==> src/program.hex <==
// One 16-bit instruction per line, nibbles are opcode, rd, then rs and rt or an imm8
// Word index is the pc, starting at zero
4105  // ldi  r1, 5
4203  // ldi  r2, 3
0312  // add  r3, r1, r2      forwarded from EX/MEM and MEM/WB
1432  // sub  r4, r3, r2      back-to-back dependency
2541  // and  r5, r4, r1
3653  // xor  r6, r5, r3
47FE  // ldi  r7, -2
6604  // sw   r6, [r0+4]
5804  // lw   r8, [r0+4]      store then load
0981  // add  r9, r8, r1      load-use bubble
6712  // sw   r7, [r1+2]
5A24  // lw   r10, [r2+4]     same word as the store above
7901  // beqz r9, +1          not taken
1B11  // sub  r11, r1, r1
7B01  // beqz r11, +1         taken, operand from the previous instruction
4C77  // ldi  r12, 0x77       wrong path
0CA2  // add  r12, r10, r2
7001  // beqz r0, +1          taken
4D11  // ldi  r13, 0x11       wrong path
4009  // ldi  r0, 9           write to r0 is dropped
F000  // hlt
4E33  // ldi  r14, 0x33       past the halt

==> src/hw/cpuPkg.sv <==
// Shared widths, opcodes and instruction formats for the pipelined core, imported by every stage
package cpuPkg;

  ////////////////////////////////////////////////////////////
  // Datapath and memory sizes
  ////////////////////////////////////////////////////////////
  localparam int dataWidth     = 16;                  // Data word and pc width
  localparam int regAddrWidth  = 4;                   // 16 registers, r0 reads zero
  localparam int imemDepth     = 256;                 // Instruction ROM words
  localparam int dmemDepth     = 256;                 // Data RAM words
  localparam int imemAddrWidth = $clog2(imemDepth);
  localparam int dmemAddrWidth = $clog2(dmemDepth);
  localparam     programFile   = "/design/src/program.hex";       // ROM image, hex words

  ////////////////////////////////////////////////////////////
  // Opcodes
  ////////////////////////////////////////////////////////////
  localparam logic [3:0] opAdd  = 4'h0;  // rd = rs + rt, all zero word doubles as nop
  localparam logic [3:0] opSub  = 4'h1;  // rd = rs - rt
  localparam logic [3:0] opAnd  = 4'h2;  // rd = rs & rt
  localparam logic [3:0] opXor  = 4'h3;  // rd = rs ^ rt
  localparam logic [3:0] opLdi  = 4'h4;  // rd = sext(imm8)
  localparam logic [3:0] opLw   = 4'h5;  // rd = mem[rs + rt field]
  localparam logic [3:0] opSw   = 4'h6;  // mem[rs + rt field] = rd
  localparam logic [3:0] opBeqz = 4'h7;  // if rd == 0, pc = pc + 1 + sext(imm8)
  localparam logic [3:0] opHlt  = 4'hF;  // Stop fetching, raise hlt at write-back

  ////////////////////////////////////////////////////////////
  // Instruction word, two views of the same 16 bits
  ////////////////////////////////////////////////////////////
  typedef struct packed {
    logic [3:0]              opcode;
    logic [regAddrWidth-1:0] rd;
    logic [regAddrWidth-1:0] rs;
    logic [regAddrWidth-1:0] rt;     // Register, or unsigned offset for lw and sw
  } rTypeFields;

  typedef struct packed {
    logic [3:0]              opcode;
    logic [regAddrWidth-1:0] rd;
    logic [7:0]              imm8;   // Two's complement immediate
  } iTypeFields;

  typedef union packed {
    rTypeFields rType;  // ALU ops, loads, stores
    iTypeFields iType;  // ldi and beqz
  } instrWord;

endpackage

==> src/hw/executeUnit.sv <==
// Execute stage with operand forwarding, the ALU and the EX/MEM register
`timescale 1ns/1ps
module executeUnit import cpuPkg::*; (
  input  logic                    clk,
  input  logic                    arstN,
  input  logic [3:0]              idExOp,
  input  logic [regAddrWidth-1:0] idExRd,
  input  logic [regAddrWidth-1:0] idExRs,
  input  logic [regAddrWidth-1:0] idExRt,
  input  logic [dataWidth-1:0]    idExOpA,        // Register value read in decode
  input  logic [dataWidth-1:0]    idExOpB,
  input  logic [dataWidth-1:0]    idExImm,
  input  logic                    idExRegWrite,
  input  logic                    idExMemRead,
  input  logic                    idExMemWrite,
  input  logic                    idExIsHalt,
  input  logic                    regWriteEn,     // MEM/WB forwarding source
  input  logic [regAddrWidth-1:0] regWriteAddr,
  input  logic [dataWidth-1:0]    regWriteData,
  output logic [dataWidth-1:0]    exMemResult,    // ALU value or memory address
  output logic [dataWidth-1:0]    exMemStoreData,
  output logic [regAddrWidth-1:0] exMemRd,
  output logic                    exMemRegWrite,
  output logic                    exMemMemRead,
  output logic                    exMemMemWrite,
  output logic                    exMemIsHalt
);

  logic [dataWidth-1:0] srcA, srcB, aluOut;

  // Youngest producer wins, then MEM/WB, then the decode read
  function automatic logic [dataWidth-1:0] forward(input logic [regAddrWidth-1:0] src,
                                                   input logic [dataWidth-1:0]    regVal);
    if (exMemRegWrite && exMemRd == src) return exMemResult;
    if (regWriteEn && regWriteAddr == src) return regWriteData;
    return regVal;
  endfunction

  ////////////////////////////////////////////////////////////
  // Forwarding and ALU
  ////////////////////////////////////////////////////////////
  always_comb begin
    srcA = forward(idExRs, idExOpA);
    srcB = forward(idExRt, idExOpB);  // Store data on sw
    case (idExOp)
      opAdd:      aluOut = srcA + srcB;
      opSub:      aluOut = srcA - srcB;
      opAnd:      aluOut = srcA & srcB;
      opXor:      aluOut = srcA ^ srcB;
      opLdi:      aluOut = idExImm;          // Pass-through
      opLw, opSw: aluOut = srcA + idExImm;   // Base plus word offset
      default:    aluOut = '0;
    endcase
  end

  // EX/MEM control
  always_ff @(posedge clk or negedge arstN) begin
    if (!arstN) begin
      exMemRegWrite <= 1'b0;
      exMemMemRead  <= 1'b0;
      exMemMemWrite <= 1'b0;
      exMemIsHalt   <= 1'b0;
    end else begin
      exMemRegWrite <= idExRegWrite;
      exMemMemRead  <= idExMemRead;
      exMemMemWrite <= idExMemWrite;
      exMemIsHalt   <= idExIsHalt;
    end
  end

  // EX/MEM payload
  always_ff @(posedge clk) begin
    exMemResult    <= aluOut;
    exMemStoreData <= srcB;
    exMemRd        <= idExRd;
  end

  // Decode never marks one instruction as both load and store
  assert property (@(posedge clk) disable iff (!arstN) !(exMemMemRead && exMemMemWrite))
    else $error("load and store flagged together in MEM");

endmodule

==> config.mk <==
export PLATFORM = sky130hd
export DESIGN_NAME = executeUnit
export DESIGN_NICKNAME = d
export VERILOG_FILES = /design/src/hw/cpuPkg.sv /design/src/hw/executeUnit.sv
export SDC_FILE = /design/constraint.sdc
export NUM_CORES = 1
export LEC_CHECK = 0
export ABC_AREA = 1
export BUFFER_PORTS_ARGS = -buffer_cell sky130_fd_sc_hd__buf_2
export CORE_ASPECT_RATIO = 2
export CORE_MARGIN = 4
export CORE_UTILIZATION = 45
export CTS_BUF_LIST = sky130_fd_sc_hd__clkbuf_2
export DETAILED_ROUTE_END_ITERATION = 8
export PLACE_DENSITY = 0.75
export SLEW_MARGIN = 25
export SYNTH_ARGS = -nofsm -noshare
export SYNTH_HDL_FRONTEND = slang
export SYNTH_SLANG_ARGS = --single-unit
==> constraint.sdc <==
create_clock -name clk -period 3.25 [get_ports clk]
set_input_delay 0.4875 -clock clk [delete_from_list [all_inputs] [get_ports clk]]
set_output_delay 0.4875 -clock clk [all_outputs]
set_load 0.1 [all_outputs]
==> Word-level counts from Yosys, hierarchy flattened <==
Cells that the tools add are included.
{ "totals": {"regBits": 40, "elab_cells": 43} }
{ "classes": {"n_addsub": 3, "eq_ne": 10, "mux": 15, "n_bitwise": 2, "n_reduce_logical": 6} }
{ "op_table": {"columns": ["operator", "n"], "rows": [
  ["$mux 16", 8],
  ["$pmux 16 s6", 1],
  ["$add 16x16->16", 2],
  ["$and 16x16->16", 1],
  ["$eq 4x4->1", 4],
  ["$sub 16x16->16", 1],
  ["$xor 16x16->16", 1],
  ["$eq 4x3->1 const B", 3],
  ["$eq 4x2->1 const B", 2],
  ["$mux 1", 6],
  ["$eq 4x1->1 const B", 1],
  ["$logic_and 1x1->1", 4],
  ["$logic_not 4->1", 1],
  ["$reduce_or 2->1", 1]
]} }

==> Depth between registers and ports, before layout <==
Gate-level depths: netlist of the first run.
{ "depth": {"depth_word": 8, "depth_mapped": 27} }

==> Worst setup path after synthesis of the first run <==
No wires, ideal clock.
{ "synth_timing": {"path_kind": "register -> register", "startpoint": "register exMemRd[2]", "endpoint": "register exMemResult[12]", "setup_ns": 0.121, "arrival_ns": 4.138, "t_required_ns": 3.129, "setup_slack_ns": -1.009, "path_stages_with_launch": 25, "n_path_buf": 1, "period_less_slack_ns": 4.259, "path_cell_list": "dfxtp_1 clkinv_1 nand2_1 a21oi_1 nand3_2 buf_6 or2_1 nand2_4 ha_1 inv_1 o221ai_1 inv_1 fa_1 nand3b_1 nand2_1 nand2_1 nand2_1 a21oi_1 nor2_1 o22ai_1 o21ai_0 a31oi_1 or2_2 nand3_1 nand2_1"} }
{ "synth_via": {"elab_chain_cells": 6, "word_cells_on_any_way": 14, "classes_between": "add/sub: 3; eq/ne: 2; mux: 5; bitwise: 2; reduce/logical: 2"} }
{ "synth_rtl": {"columns": ["element", "line", "source"], "rows": [
  ["from (decl)", "executeUnit.sv:22", "output logic [regAddrWidth-1:0] exMemRd,"],
  ["from (signal assigned)", "executeUnit.sv:75", "exMemRd <= idExRd;"],
  ["$eq 4x4->1", "executeUnit.sv:34", "if (exMemRegWrite && exMemRd == src) return exMemResult;"],
  ["$logic_and 1x1->1", "executeUnit.sv:34", null],
  ["$mux 1", "executeUnit.sv:34", null],
  ["$mux 16", "executeUnit.sv:35", "if (regWriteEn && regWriteAddr == src) return regWriteData;"],
  ["$add 16x16->16 (tied with other cells)", "executeUnit.sv:51", "opLw, opSw: aluOut = srcA + idExImm;"],
  ["$pmux 16 s6 (*)", "executeUnit.sv:45", "case (idExOp)"],
  ["via aluOut[12]", "executeUnit.sv:29", "logic [dataWidth-1:0] srcA, srcB, aluOut;"],
  ["to (signal assigned)", "executeUnit.sv:73", "exMemResult <= aluOut;"],
  ["to (decl)", "executeUnit.sv:20", "output logic [dataWidth-1:0] exMemResult,"]
]} }
Mark *: on every way through the listed nets, which the timed path passes. The rest lies on a longest branch.

==> Final worst setup path of the first run <==
{ "layout_timing": {"startpoint": "register exMemRegWrite", "endpoint": "register exMemResult[10]"} }
{ "layout_via": {"elab_chain_cells": 5, "word_cells_on_any_way": 12, "classes_between": "add/sub: 3; mux: 5; bitwise: 2; reduce/logical: 2"} }
{ "layout_rtl": {"columns": ["element", "line", "source"], "rows": [
  ["from (decl)", "executeUnit.sv:23", "output logic exMemRegWrite,"],
  ["from (signal assigned)", "executeUnit.sv:64", "exMemRegWrite <= idExRegWrite;"],
  ["$logic_and 1x1->1", "executeUnit.sv:34", null],
  ["$mux 1", "executeUnit.sv:34", null],
  ["$mux 16", "executeUnit.sv:35", null],
  ["$add 16x16->16 (tied with other cells)", "executeUnit.sv:51", null],
  ["$pmux 16 s6 (*)", "executeUnit.sv:45", null],
  ["via aluOut[10]", "executeUnit.sv:29", null]
]} }
Marked as above.

==> impl_metrics.toml, run 1 <==
[critical_path]
critPathLaunchType = "register"
critical_path_buf_inv_count = 1
r2r_cells = 22
critPathMaxFanout = 5
path_common_cell = "nand2_1"
crit_end = "exMemResult[10]$_DFF_P_"
cp_data_required_time_ns = 3.65
worstReg2RegStart = "exMemRegWrite$_DFF_PN0_"
arrival_ns = 3.80
worstSetupPathType = "register to register"
crit_cells = 22
worstPathCellList = "o21ai_2 > a21oi_4 > nand3_4 > or2_4 > nand2_4 > nand3_4 > inv_2 > a21oi_1 > o21ai_1 > a31oi_1 > ha_1 > a21oi_2 > nand2_1 > nand2_1 > nand2_1 > a21oi_2 > nor2_2 > o22ai_2 > o21ai_2 > or2_2 > nand3_1 > nand4_1"
slowest_delay_ns = 0.48
reg2reg_setup_slack_ns = -0.15
crit_family = "simple AND/OR/NAND/NOR gates"
end_kind = "register"
r2r_end = "exMemResult[10]$_DFF_P_"
cpMaxStageDelayCell = "dfrtp_4"
startpoint = "exMemRegWrite$_DFF_PN0_"

[synth]
netlist_area_um2 = 3930
synth.distinct_cells = 47
synth_top_family_by_area = "simple AND/OR/NAND/NOR gates"
yosys.area_share.adder_pct = 10.4
syn_inst = 628
synth_compound_area_share_pct = 17.4
postSynth.asyncResetShare_pct = 10.0
syn_area_per_cell_um2 = 6.26
muxShareOfSynthArea_pct = 0
yosys.area_share.simple_pct = 39.2
synth-seq-cells = 40
synth_edf_count = 0
ys_seq_area_share_pct = 20.9
synth_ff_type = "dfxtp_1"
synth_xor_area_share_pct = 0.668
yosysWarnings = 0
synth_nets = 751

[flow_run]
drv_cap = 0

[cts]
ctsLongestPathBuffers = 2
cts_tree = "built"
cts.sinks = 40
cts_max_level = 2
numCtsBuffers = 5
insertion_delay_ns = 0.47
path_clk_slew_ns = 0.25
root_buffer = "clkbuf_2"

[run_status]
status = "finished, violations left"
failed_checks = "negative setup slack"

[grt]
grt_pass1_wl_um = 24100
antenna_found_initial = 1
grt_max_degree = 23
overflow = 0
grt_pass1_vias = 5269
grt_use_total_pct = 29.6

[cells_and_area]
synthToLayoutAreaGrowth_pct = 51.9
register_area_um2 = 840
multi_input_area_um2 = 3070
fill_cells = 756
drive_gt1_share_pct = 43.2
nets = 986

[timing]
period_minus_slack_ns = 3.40
final-hold-violation-count = 0
whs_ns = 0.103
slew_headroom_pct = 58.3
finalMaxSlewViolations = 0
fmax_mhz = 294
setup_tns_ns = -0.698
fin_skew_ns = 0.0301
rsz0062_at_grt = "true"
tightest_slew_ns = 0.625
layout_setup_ws_ns = -0.146
period_share_pct = 104
setup_viol = 8

[floorplan]
start_util_pct = 45.8
core_area_um2 = 8590
die_area_um2 = 10400
die_x_um = 74.1
pin_count = 131
die_y_um = 140
num_rows = 48

[power_and_ir_drop]
leakage_uw = 0.00312
power_frac_clock_pct = 13.3
p_sw_uw = 1240
internal-power_uw = 1200
ir_drop_v = 0.000212
p_per_area_nw_per_um2 = 408
swShare_pct = 50.9
power_frac_seq_pct = 24.1
combPwrFrac_pct = 62.6

[route]
viasPerCell = 5.41
ant_nets = 0
wirelength_um = 15800
drtIter0Drc = 352
wl_per_cell_um = 16.4
dr.pass1.iters = 7
vias = 5217
drc = 0

[worst_hold_path]
hp-class = "input pin to register"

[placement]
gp_congestion = 0.951
dp_hpwl_um = 12700
port_buffers = 130
layer usage:
metal	vias to the layer above	share of wire (%)	global-route usage, %
met4	0	4.7	16.2
li1	2552	-	-
met2	230	55	56.6
met1	2382	35	29.5
met3	53	5.7	2.51
met5	-	0	0
cell type report:
cell class / count / share of cell area, %
Antenna cell: 1 / 0.0419
Sequential cell: 40 / 14.0
Tap cell: 100 / 2.09
Clock buffer: 5 / 0.419
Clock inverter: 3 / 0.712
Timing Repair Buffer: 245 / 25.4
Inverter: 94 / 5.95
Multi-Input combinational cell: 477 / 51.3
power by group through the flow:
stage	sequential [uW]	clock, uW	combinational (uW)
after global placement	595	0	1310
after CTS	587	330	1440
after floorplan	1000	0	513
after global routing	593	337	1630
final	588	324	1530
after detailed placement	597	0	1340
cell families after synthesis:
family | after synthesis
AND/OR/NAND/NOR | 324
flip-flops | 40
XOR/XNOR | 3
AO/OA/AOI/OAI | 117
buffers and inverters | 112
adder cells (fa/ha/maj) | 32
layout by cell type (no fill, tap or decap), types with 12 or more instances in the layout:
| cell | count |
|---|---|
| a21oi_1 | 26 |
| buf_2 | 130 |
| buf_4 | 113 |
| dfxtp_1 | 32 |
| ha_1 | 27 |
| inv_1 | 80 |
| nand2_1 | 158 |
| nand2_2 | 19 |
| nand3_1 | 30 |
| nand3_2 | 12 |
| nand4_1 | 27 |
| nor2_1 | 35 |
| o21ai_0 | 25 |
| o21ai_1 | 13 |
synth_stat cells, types with 3 or more instances:
cell / instances / area [um2]
nand2_4: 3 / 33.8
a221oi_1: 3 / 26.3
nor2_2: 5 / 31.3
nor2_4: 4 / 45.0
dfxtp_1: 36 / 721
o221ai_1: 3 / 26.3
o2111ai_1: 3 / 26.3
nor3_1: 6 / 30.0
clkbuf_1: 9 / 33.8
dfrtp_1: 4 / 100
buf_2: 4 / 20.0
or2_2: 6 / 37.5
buf_6: 3 / 33.8
nand2_1: 168 / 631
a31oi_1: 7 / 43.8
inv_1: 87 / 327
nand3_2: 5 / 50.1
o21ai_0: 36 / 180
nor2_1: 42 / 158
inv_2: 5 / 18.8
o21ai_1: 6 / 30.0
o211ai_1: 6 / 45.0
o22ai_1: 6 / 37.5
a21oi_1: 38 / 190
nand2_2: 11 / 68.8
ha_1: 31 / 388
nand3_1: 39 / 195
nand4_1: 27 / 169
flip-flops by register name, indices dropped and copies added, names as in the netlist:
signal          cells
exMemIsHalt         1
exMemRd             4
exMemStoreData     16
exMemRegWrite       1
exMemMemWrite       1
exMemResult        16
exMemMemRead        1
timing repair:
action,in CTS,in global routing
buffers inserted,12,5
resized for setup,32,37
cloned,1,0
hold endpoints to repair,4,0
hold buffers,1,0
pin swaps,30,14
setup endpoints to repair,11,12
through the flow:
stage	area (um2)	total power [uW]	utilization [%]	setup slack [ns]	cells
2_1_floorplan	4100	1510	-	-0.293	628
3_3_place_gp	5480	1910	63.8	-0.583	937
3_5_place_dp	5480	1940	63.8	-0.663	937
4_1_cts	5790	2360	67.4	-0.171	959
5_1_grt	5980	2560	69.6	-0.328	965
6_report	5980	2440	69.6	-0.146	965
how the worst min path moves through the flow:
| stage | startpoint | to | slack (ns) | cells after the start |
|---|---|---|---|---|
| final | idExRd[0] | exMemRd[0]$_DFF_P_ | 0.10 | 1 |
| after global routing | idExRd[1] | exMemRd[1]$_DFF_P_ | 0.1 | 1 |
| after CTS | idExRd[0] | exMemRd[0]$_DFF_P_ | 0.09 | 1 |
| after detailed placement | arstN | exMemIsHalt$_DFF_PN0_ | 0.29 | 1 |
| after global placement | arstN | exMemMemWrite$_DFF_PN0_ | 0.29 | 1 |
| after floorplan | arstN | exMemIsHalt$_DFF_PN0_ | 0.19 | 0 |
Power figures use the tool's default switching activity.
==> inputs of run 2 (changes only) <==
--- a/config.mk
+++ b/config.mk
@@ -13,6 +13,7 @@
 export CTS_BUF_LIST = sky130_fd_sc_hd__clkbuf_2
 export DETAILED_ROUTE_END_ITERATION = 8
 export PLACE_DENSITY = 0.75
+export SKIP_LAST_GASP = 1
 export SLEW_MARGIN = 25
 export SYNTH_ARGS = -nofsm -noshare
 export SYNTH_HDL_FRONTEND = slang
==> impl_metrics.toml, run 2 (synthesized netlist as in run 1, its figures left out) <==
[cts]
cts_max_level = 2
path_clk_slew_ns = 0.25
insertion_delay_ns = 0.47
ctsLongestPathBuffers = 2
cts.sinks = 40
root_buffer = "clkbuf_2"
numCtsBuffers = 5
cts_tree = "built"

[floorplan]
die_x_um = 74.1
die_y_um = 140
die_area_um2 = 10400
num_rows = 48
core_area_um2 = 8590
pin_count = 131
start_util_pct = 45.8

[critical_path]
cp_data_required_time_ns = 3.65
end_kind = "register"
critPathMaxFanout = 5
arrival_ns = 3.88
worstSetupPathType = "register to register"
worstPathCellList = "o21ai_2 > a21oi_4 > nand3_4 > or2_4 > nand2_4 > nand3_4 > inv_2 > a21oi_1 > o21ai_1 > a31oi_1 > ha_1 > a21oi_2 > nand2_1 > nand2_1 > nand2_1 > a21oi_2 > nor2_2 > o22ai_2 > o21ai_2 > or2_2 > nand3_1 > nand4_1"
path_common_cell = "nand2_1"
slowest_delay_ns = 0.48
cpMaxStageDelayCell = "dfrtp_4"
critPathLaunchType = "register"

[placement]
dpl_cell_area_um2 = 5480
placed_cells = 937
gp_congestion = 0.951
dp_hpwl_um = 12700
port_buffers = 130

[worst_hold_path]
hp-class = "input pin to register"

[timing]
period_share_pct = 107
period_minus_slack_ns = 3.48
fin_skew_ns = 0.0348
rsz0062_at_grt = "true"
final-hold-violation-count = 0
whs_ns = 0.0960
setup_viol = 9
slew_headroom_pct = 57.9
finalMaxSlewViolations = 0
tightest_slew_ns = 0.631
layout_setup_ws_ns = -0.228
fmax_mhz = 288

[run_status]
status = "finished, violations left"
failed_checks = "negative setup slack"

[power_and_ir_drop]
p_per_area_nw_per_um2 = 409
ir_drop_v = 0.000212
finalPower_uw = 2480
leakage_uw = 0.00315

[route]
drc = 0
drtIter0Drc = 315
wl_per_cell_um = 16.6
ant_nets = 0
wirelength_um = 16100
viasPerCell = 5.41
dr.pass1.iters = 5
vias = 5239

[grt]
antenna_found_initial = 1
grt_pass1_wl_um = 24100
overflow = 0
grt_use_total_pct = 29.5
grt_pass1_vias = 5261
grt_max_degree = 23

[cells_and_area]
synthToLayoutAreaGrowth_pct = 54.0
drive_gt1_share_pct = 44.4
register_area_um2 = 840
nets = 990
multi_input_area_um2 = 3110
layout.cells.non_filler = 969
fill_cells = 742
top_regs = "exMemResult (16), exMemStoreData (16), exMemRd (4)"
final_cell_area_um2 = 6060
final_cell_mix = "nand2_1, buf_2, buf_4"
final_common_cell = "nand2_1"
finish.utilization_pct = 70.5

[flow_run]
drv_cap = 0
[run 2: changes by cell type in the layout (fill, tap and decap cells not counted), moves of 2 or more]
cell and delta:
ha_1 -2, buf_6 +2, buf_4 +2, inv_1 -2
o31ai_2 -2, ha_2 +2, inv_2 +3, o31ai_4 +2
a21oi_1 -3, a21oi_2 +2
[run 2: stage by stage]
stage	setup TNS, ns	setup WS (ns)
finish	-0.997	-0.228
global route	-2.71	-0.429
CTS	-0.846	-0.177
detailed placement	-5.49	-0.663
global placement	-4.57	-0.583
floorplan	-0.795	-0.293
[run 2: critical path, delay by kind of cell, from the launching register on]
kind / cells / cell delay, ns
AO/OA/AOI/OAI: 9 / 1.13
adder cells (fa/ha/maj): 1 / 0.35
flip-flops: 1 / 0.48
buffers and inverters: 1 / 0.09
AND/OR/NAND/NOR: 11 / 1.39
[run 2: repair_timing]
item,in CTS,in global routing
pin swaps,29,29
gates resized for setup,28,55
hold endpoints to repair,4,0
gates cloned,1,0
hold buffers,1,0
setup endpoints to repair,11,12
buffers inserted,12,9
[run 2: power by group]
part	internal [uW]	switching [uW]	total, uW
sequential	548	39.4	588
combinational	537	1030	1570
clock	128	197	325
[run 2: cell type report]
type	instances	area share [%]
Antenna cell	1	0.0413
Clock buffer	5	0.413
Clock inverter	3	0.702
Inverter	94	5.82
Multi-Input combinational cell	477	51.4
Sequential cell	40	13.9
Tap cell	100	2.07
Timing Repair Buffer	249	25.7
[run 2: routing by layer]
metal,part of all wire (%),routed length (um),global-route usage [%],up-vias
li1,-,-,-,2565
met1,35,5590,29.5,2392
met2,55,8840,56.4,228
met3,5.6,908,2.51,54
met4,4.9,796,16.2,0
met5,0,0,0,-
[run 2: worst paths after layout]
path                                    startpoint                   endpoint  slack (ns)  cells past startpoint
setup / recovery           exMemRegWrite$_DFF_PN0_    exMemResult[10]$_DFF_P_       -0.23                     22
hold / removal                           idExRd[0]         exMemRd[0]$_DFF_P_         0.1                      1
setup reg to reg           exMemRegWrite$_DFF_PN0_    exMemResult[10]$_DFF_P_       -0.23                     22
hold reg to reg             exMemResult[7]$_DFF_P_  exMemStoreData[7]$_DFF_P_        0.70                      3
max in group asynchronous                    arstN    exMemRegWrite$_DFF_PN0_        2.80                      2
min in group asynchronous                    arstN    exMemRegWrite$_DFF_PN0_        0.32                      2
==> inputs of run 3 (changes only) <==
--- a/config.mk
+++ b/config.mk
@@ -5,14 +5,12 @@
 export SDC_FILE = /design/constraint.sdc
 export NUM_CORES = 1
 export LEC_CHECK = 0
-export ABC_AREA = 1
-export BUFFER_PORTS_ARGS = -buffer_cell sky130_fd_sc_hd__buf_2
 export CORE_ASPECT_RATIO = 2
 export CORE_MARGIN = 4
 export CORE_UTILIZATION = 45
 export CTS_BUF_LIST = sky130_fd_sc_hd__clkbuf_2
 export DETAILED_ROUTE_END_ITERATION = 8
-export PLACE_DENSITY = 0.75
+export DONT_BUFFER_PORTS = 1
 export SKIP_LAST_GASP = 1
 export SLEW_MARGIN = 25
 export SYNTH_ARGS = -nofsm -noshare
==> impl_metrics.toml, run 3 <==
[route]
drc = 0
ant_nets = 0
drtIter0Drc = 215
wirelength_um = 14900
dr.pass1.iters = 5
viasPerCell = 6.19
vias = 4181
wl_per_cell_um = 22.1

[timing]
setup_viol = 11
fin_skew_ns = 0.0229
period_share_pct = 122
layout_setup_ws_ns = -0.699
period_minus_slack_ns = 3.95
finalMaxSlewViolations = 0
rsz0062_at_grt = "true"
fmax_mhz = 253
setup_tns_ns = -4.76
slew_headroom_pct = 36.6
final-hold-violation-count = 0
tightest_slew_ns = 0.950

[placement]
gp_congestion = 0.936
dp_hpwl_um = 11300
placed_cells = 640
port_buffers = 0

[cells_and_area]
top_regs = "exMemResult (16), exMemStoreData (16), exMemRd (4)"
final_cell_mix = "buf_4, nand2_1, dfxtp_1"
fill_cells = 622
synthToLayoutAreaGrowth_pct = 46.1
layout.cells.non_filler = 675
final_common_cell = "buf_4"
drive_gt1_share_pct = 42.3
n_antenna_cell = 0
nets = 701
finish.utilization_pct = 68.4

[floorplan]
die_x_um = 72.5
pin_count = 131
start_util_pct = 46.8
core_area_um2 = 8000
die_y_um = 137
die_area_um2 = 9930
num_rows = 46

[synth]
ys_top_cells_by_count = "nand2_1, dfxtp_1, o21ai_0"
syn_area_per_cell_um2 = 8.32
postSynth.asyncResetShare_pct = 10.0
synth_largest_area_cell = "dfxtp_1"
ys_top_cells_by_area = "dfxtp_1, ha_1, mux2i_1, nand2_1, xnor2_1"
synth-seq-cells = 40
yosysTopAreaCellShare_pct = 19.3
netlist_area_um2 = 3740
synth.distinct_cells = 64
yosysMostFrequentCell = "nand2_1"
syn_inst = 450
yosysWarnings = 0
ys_seq_area_share_pct = 21.9
synth_edf_count = 0
synth_nets = 573
synth_ff_type = "dfxtp_1"

[run_status]
failed_checks = "negative setup slack"
status = "finished, violations left"

[critical_path]
reg2reg_setup_slack_ns = -0.70
end_kind = "register"
critPathMaxFanout = 5
r2r_cells = 20
critPathLaunchType = "register"
arrival_ns = 4.26
cp_data_required_time_ns = 3.56
crit_end = "exMemResult[14]$_DFF_P_"
worstSetupPathType = "register to register"
worstReg2RegStart = "exMemRd[3]$_DFF_P_"
startpoint = "exMemRd[3]$_DFF_P_"
r2r_end = "exMemResult[14]$_DFF_P_"

[cts]
path_clk_slew_ns = 0.23
cts_max_level = 2
insertion_delay_ns = 0.44
ctsLongestPathBuffers = 2
numCtsBuffers = 5
cts_tree = "built"
cts.sinks = 40
root_buffer = "clkbuf_2"

[grt]
grt_pass1_wl_um = 22200
grt_use_total_pct = 29.4
overflow = 0
grt_pass1_vias = 4562
grt_max_degree = 22
antenna_found_initial = 0

[flow_run]
drv_cap = 0

[worst_hold_path]
hp-class = "input pin to register"

[power_and_ir_drop]
p_per_area_nw_per_um2 = 436
finalPower_uw = 2380
leakage_uw = 0.00231
ir_drop_v = 0.000281
run 3: cell families after synthesis:
family / after synthesis / share of synthesized area (%)
compound gates: 121 / 22.8
xor+xnor: 41 / 9.60
fa+ha+maj: 32 / 10.9
buf+inv: 43 / 6.29
flops: 40 / 21.9
mux: 31 / 8.29
simple gates: 142 / 20.2
run 3: critical path: stages, from the launching register on:
cell,delay [ns]
dfxtp_4,0.41
xnor2_4,0.17
nand3_4,0.14
or3_4,0.36
o31ai_4,0.09
ha_4,0.19
inv_4,0.05
nor3_4,0.14
nand2_2,0.08
or3_4,0.35
or3_4,0.33
xor2_1,0.14
nand2_1,0.08
nand2_2,0.07
ha_4,0.23
and2_4,0.15
a22o_1,0.21
a311oi_2,0.27
o41ai_2,0.10
xnor2_1,0.16
o221ai_1,0.11
run 3: routing by layer:
layer  vias up  share of wire, %  global-route usage (%)  wire length, um
li1       1924                 -                       -                -
met1      1999                32                    26.6             4830
met2       198                55                    55.9             8230
met3        60               6.5                    6.54              972
met4         0               5.9                    19.1              882
met5         -                 0                       0                0
run 3: how the worst min path moves through the flow:
stage | slack [ns] | end | cells after the start | start
final | 0.03 | exMemRegWrite$_DFF_PN0_ | 0 | idExRegWrite
after global routing | -0.002 | exMemRegWrite$_DFF_PN0_ | 0 | idExRegWrite
after CTS | 0.01 | exMemRegWrite$_DFF_PN0_ | 0 | idExRegWrite
after detailed placement | 0.19 | exMemMemRead$_DFF_PN0_ | 0 | arstN
after global placement | 0.19 | exMemMemWrite$_DFF_PN0_ | 0 | arstN
after floorplan | 0.19 | exMemIsHalt$_DFF_PN0_ | 0 | arstN
run 3: cell type report:
type / count / area, um2 / share of cell area, %
Multi-Input combinational cell: 367 / 3220 / 58.9
Inverter: 19 / 73.8 / 1.35
Sequential cell: 40 / 840 / 15.4
Clock inverter: 3 / 13.8 / 0.252
Tap cell: 96 / 120 / 2.20
Timing Repair Buffer: 145 / 1170 / 21.5
Clock buffer: 5 / 25.0 / 0.458
run 3: timing repair:
item	CTS	global route
pin swaps	19	18
endpoints found under the hold margin	4	0
resized for setup	43	46
buffers inserted	25	5
setup endpoints to repair	11	11
hold buffers	1	0
run 3: stage by stage:
stage	hold WS [ns]	worst slack (ns)	instance area, um2
floorplan	0.192	-0.886	3920
global placement	0.192	-1.01	4750
detailed placement	0.192	-1.05	4750
CTS	0.0142	-0.658	5200
global route	-0.00157	-0.872	5470
finish	0.0304	-0.699	5470
run 3: power by group:
part	switching [uW]	internal [uW]
Combinational	805	590
Clock	184	48.1
Sequential	204	552
Total	1190	1190
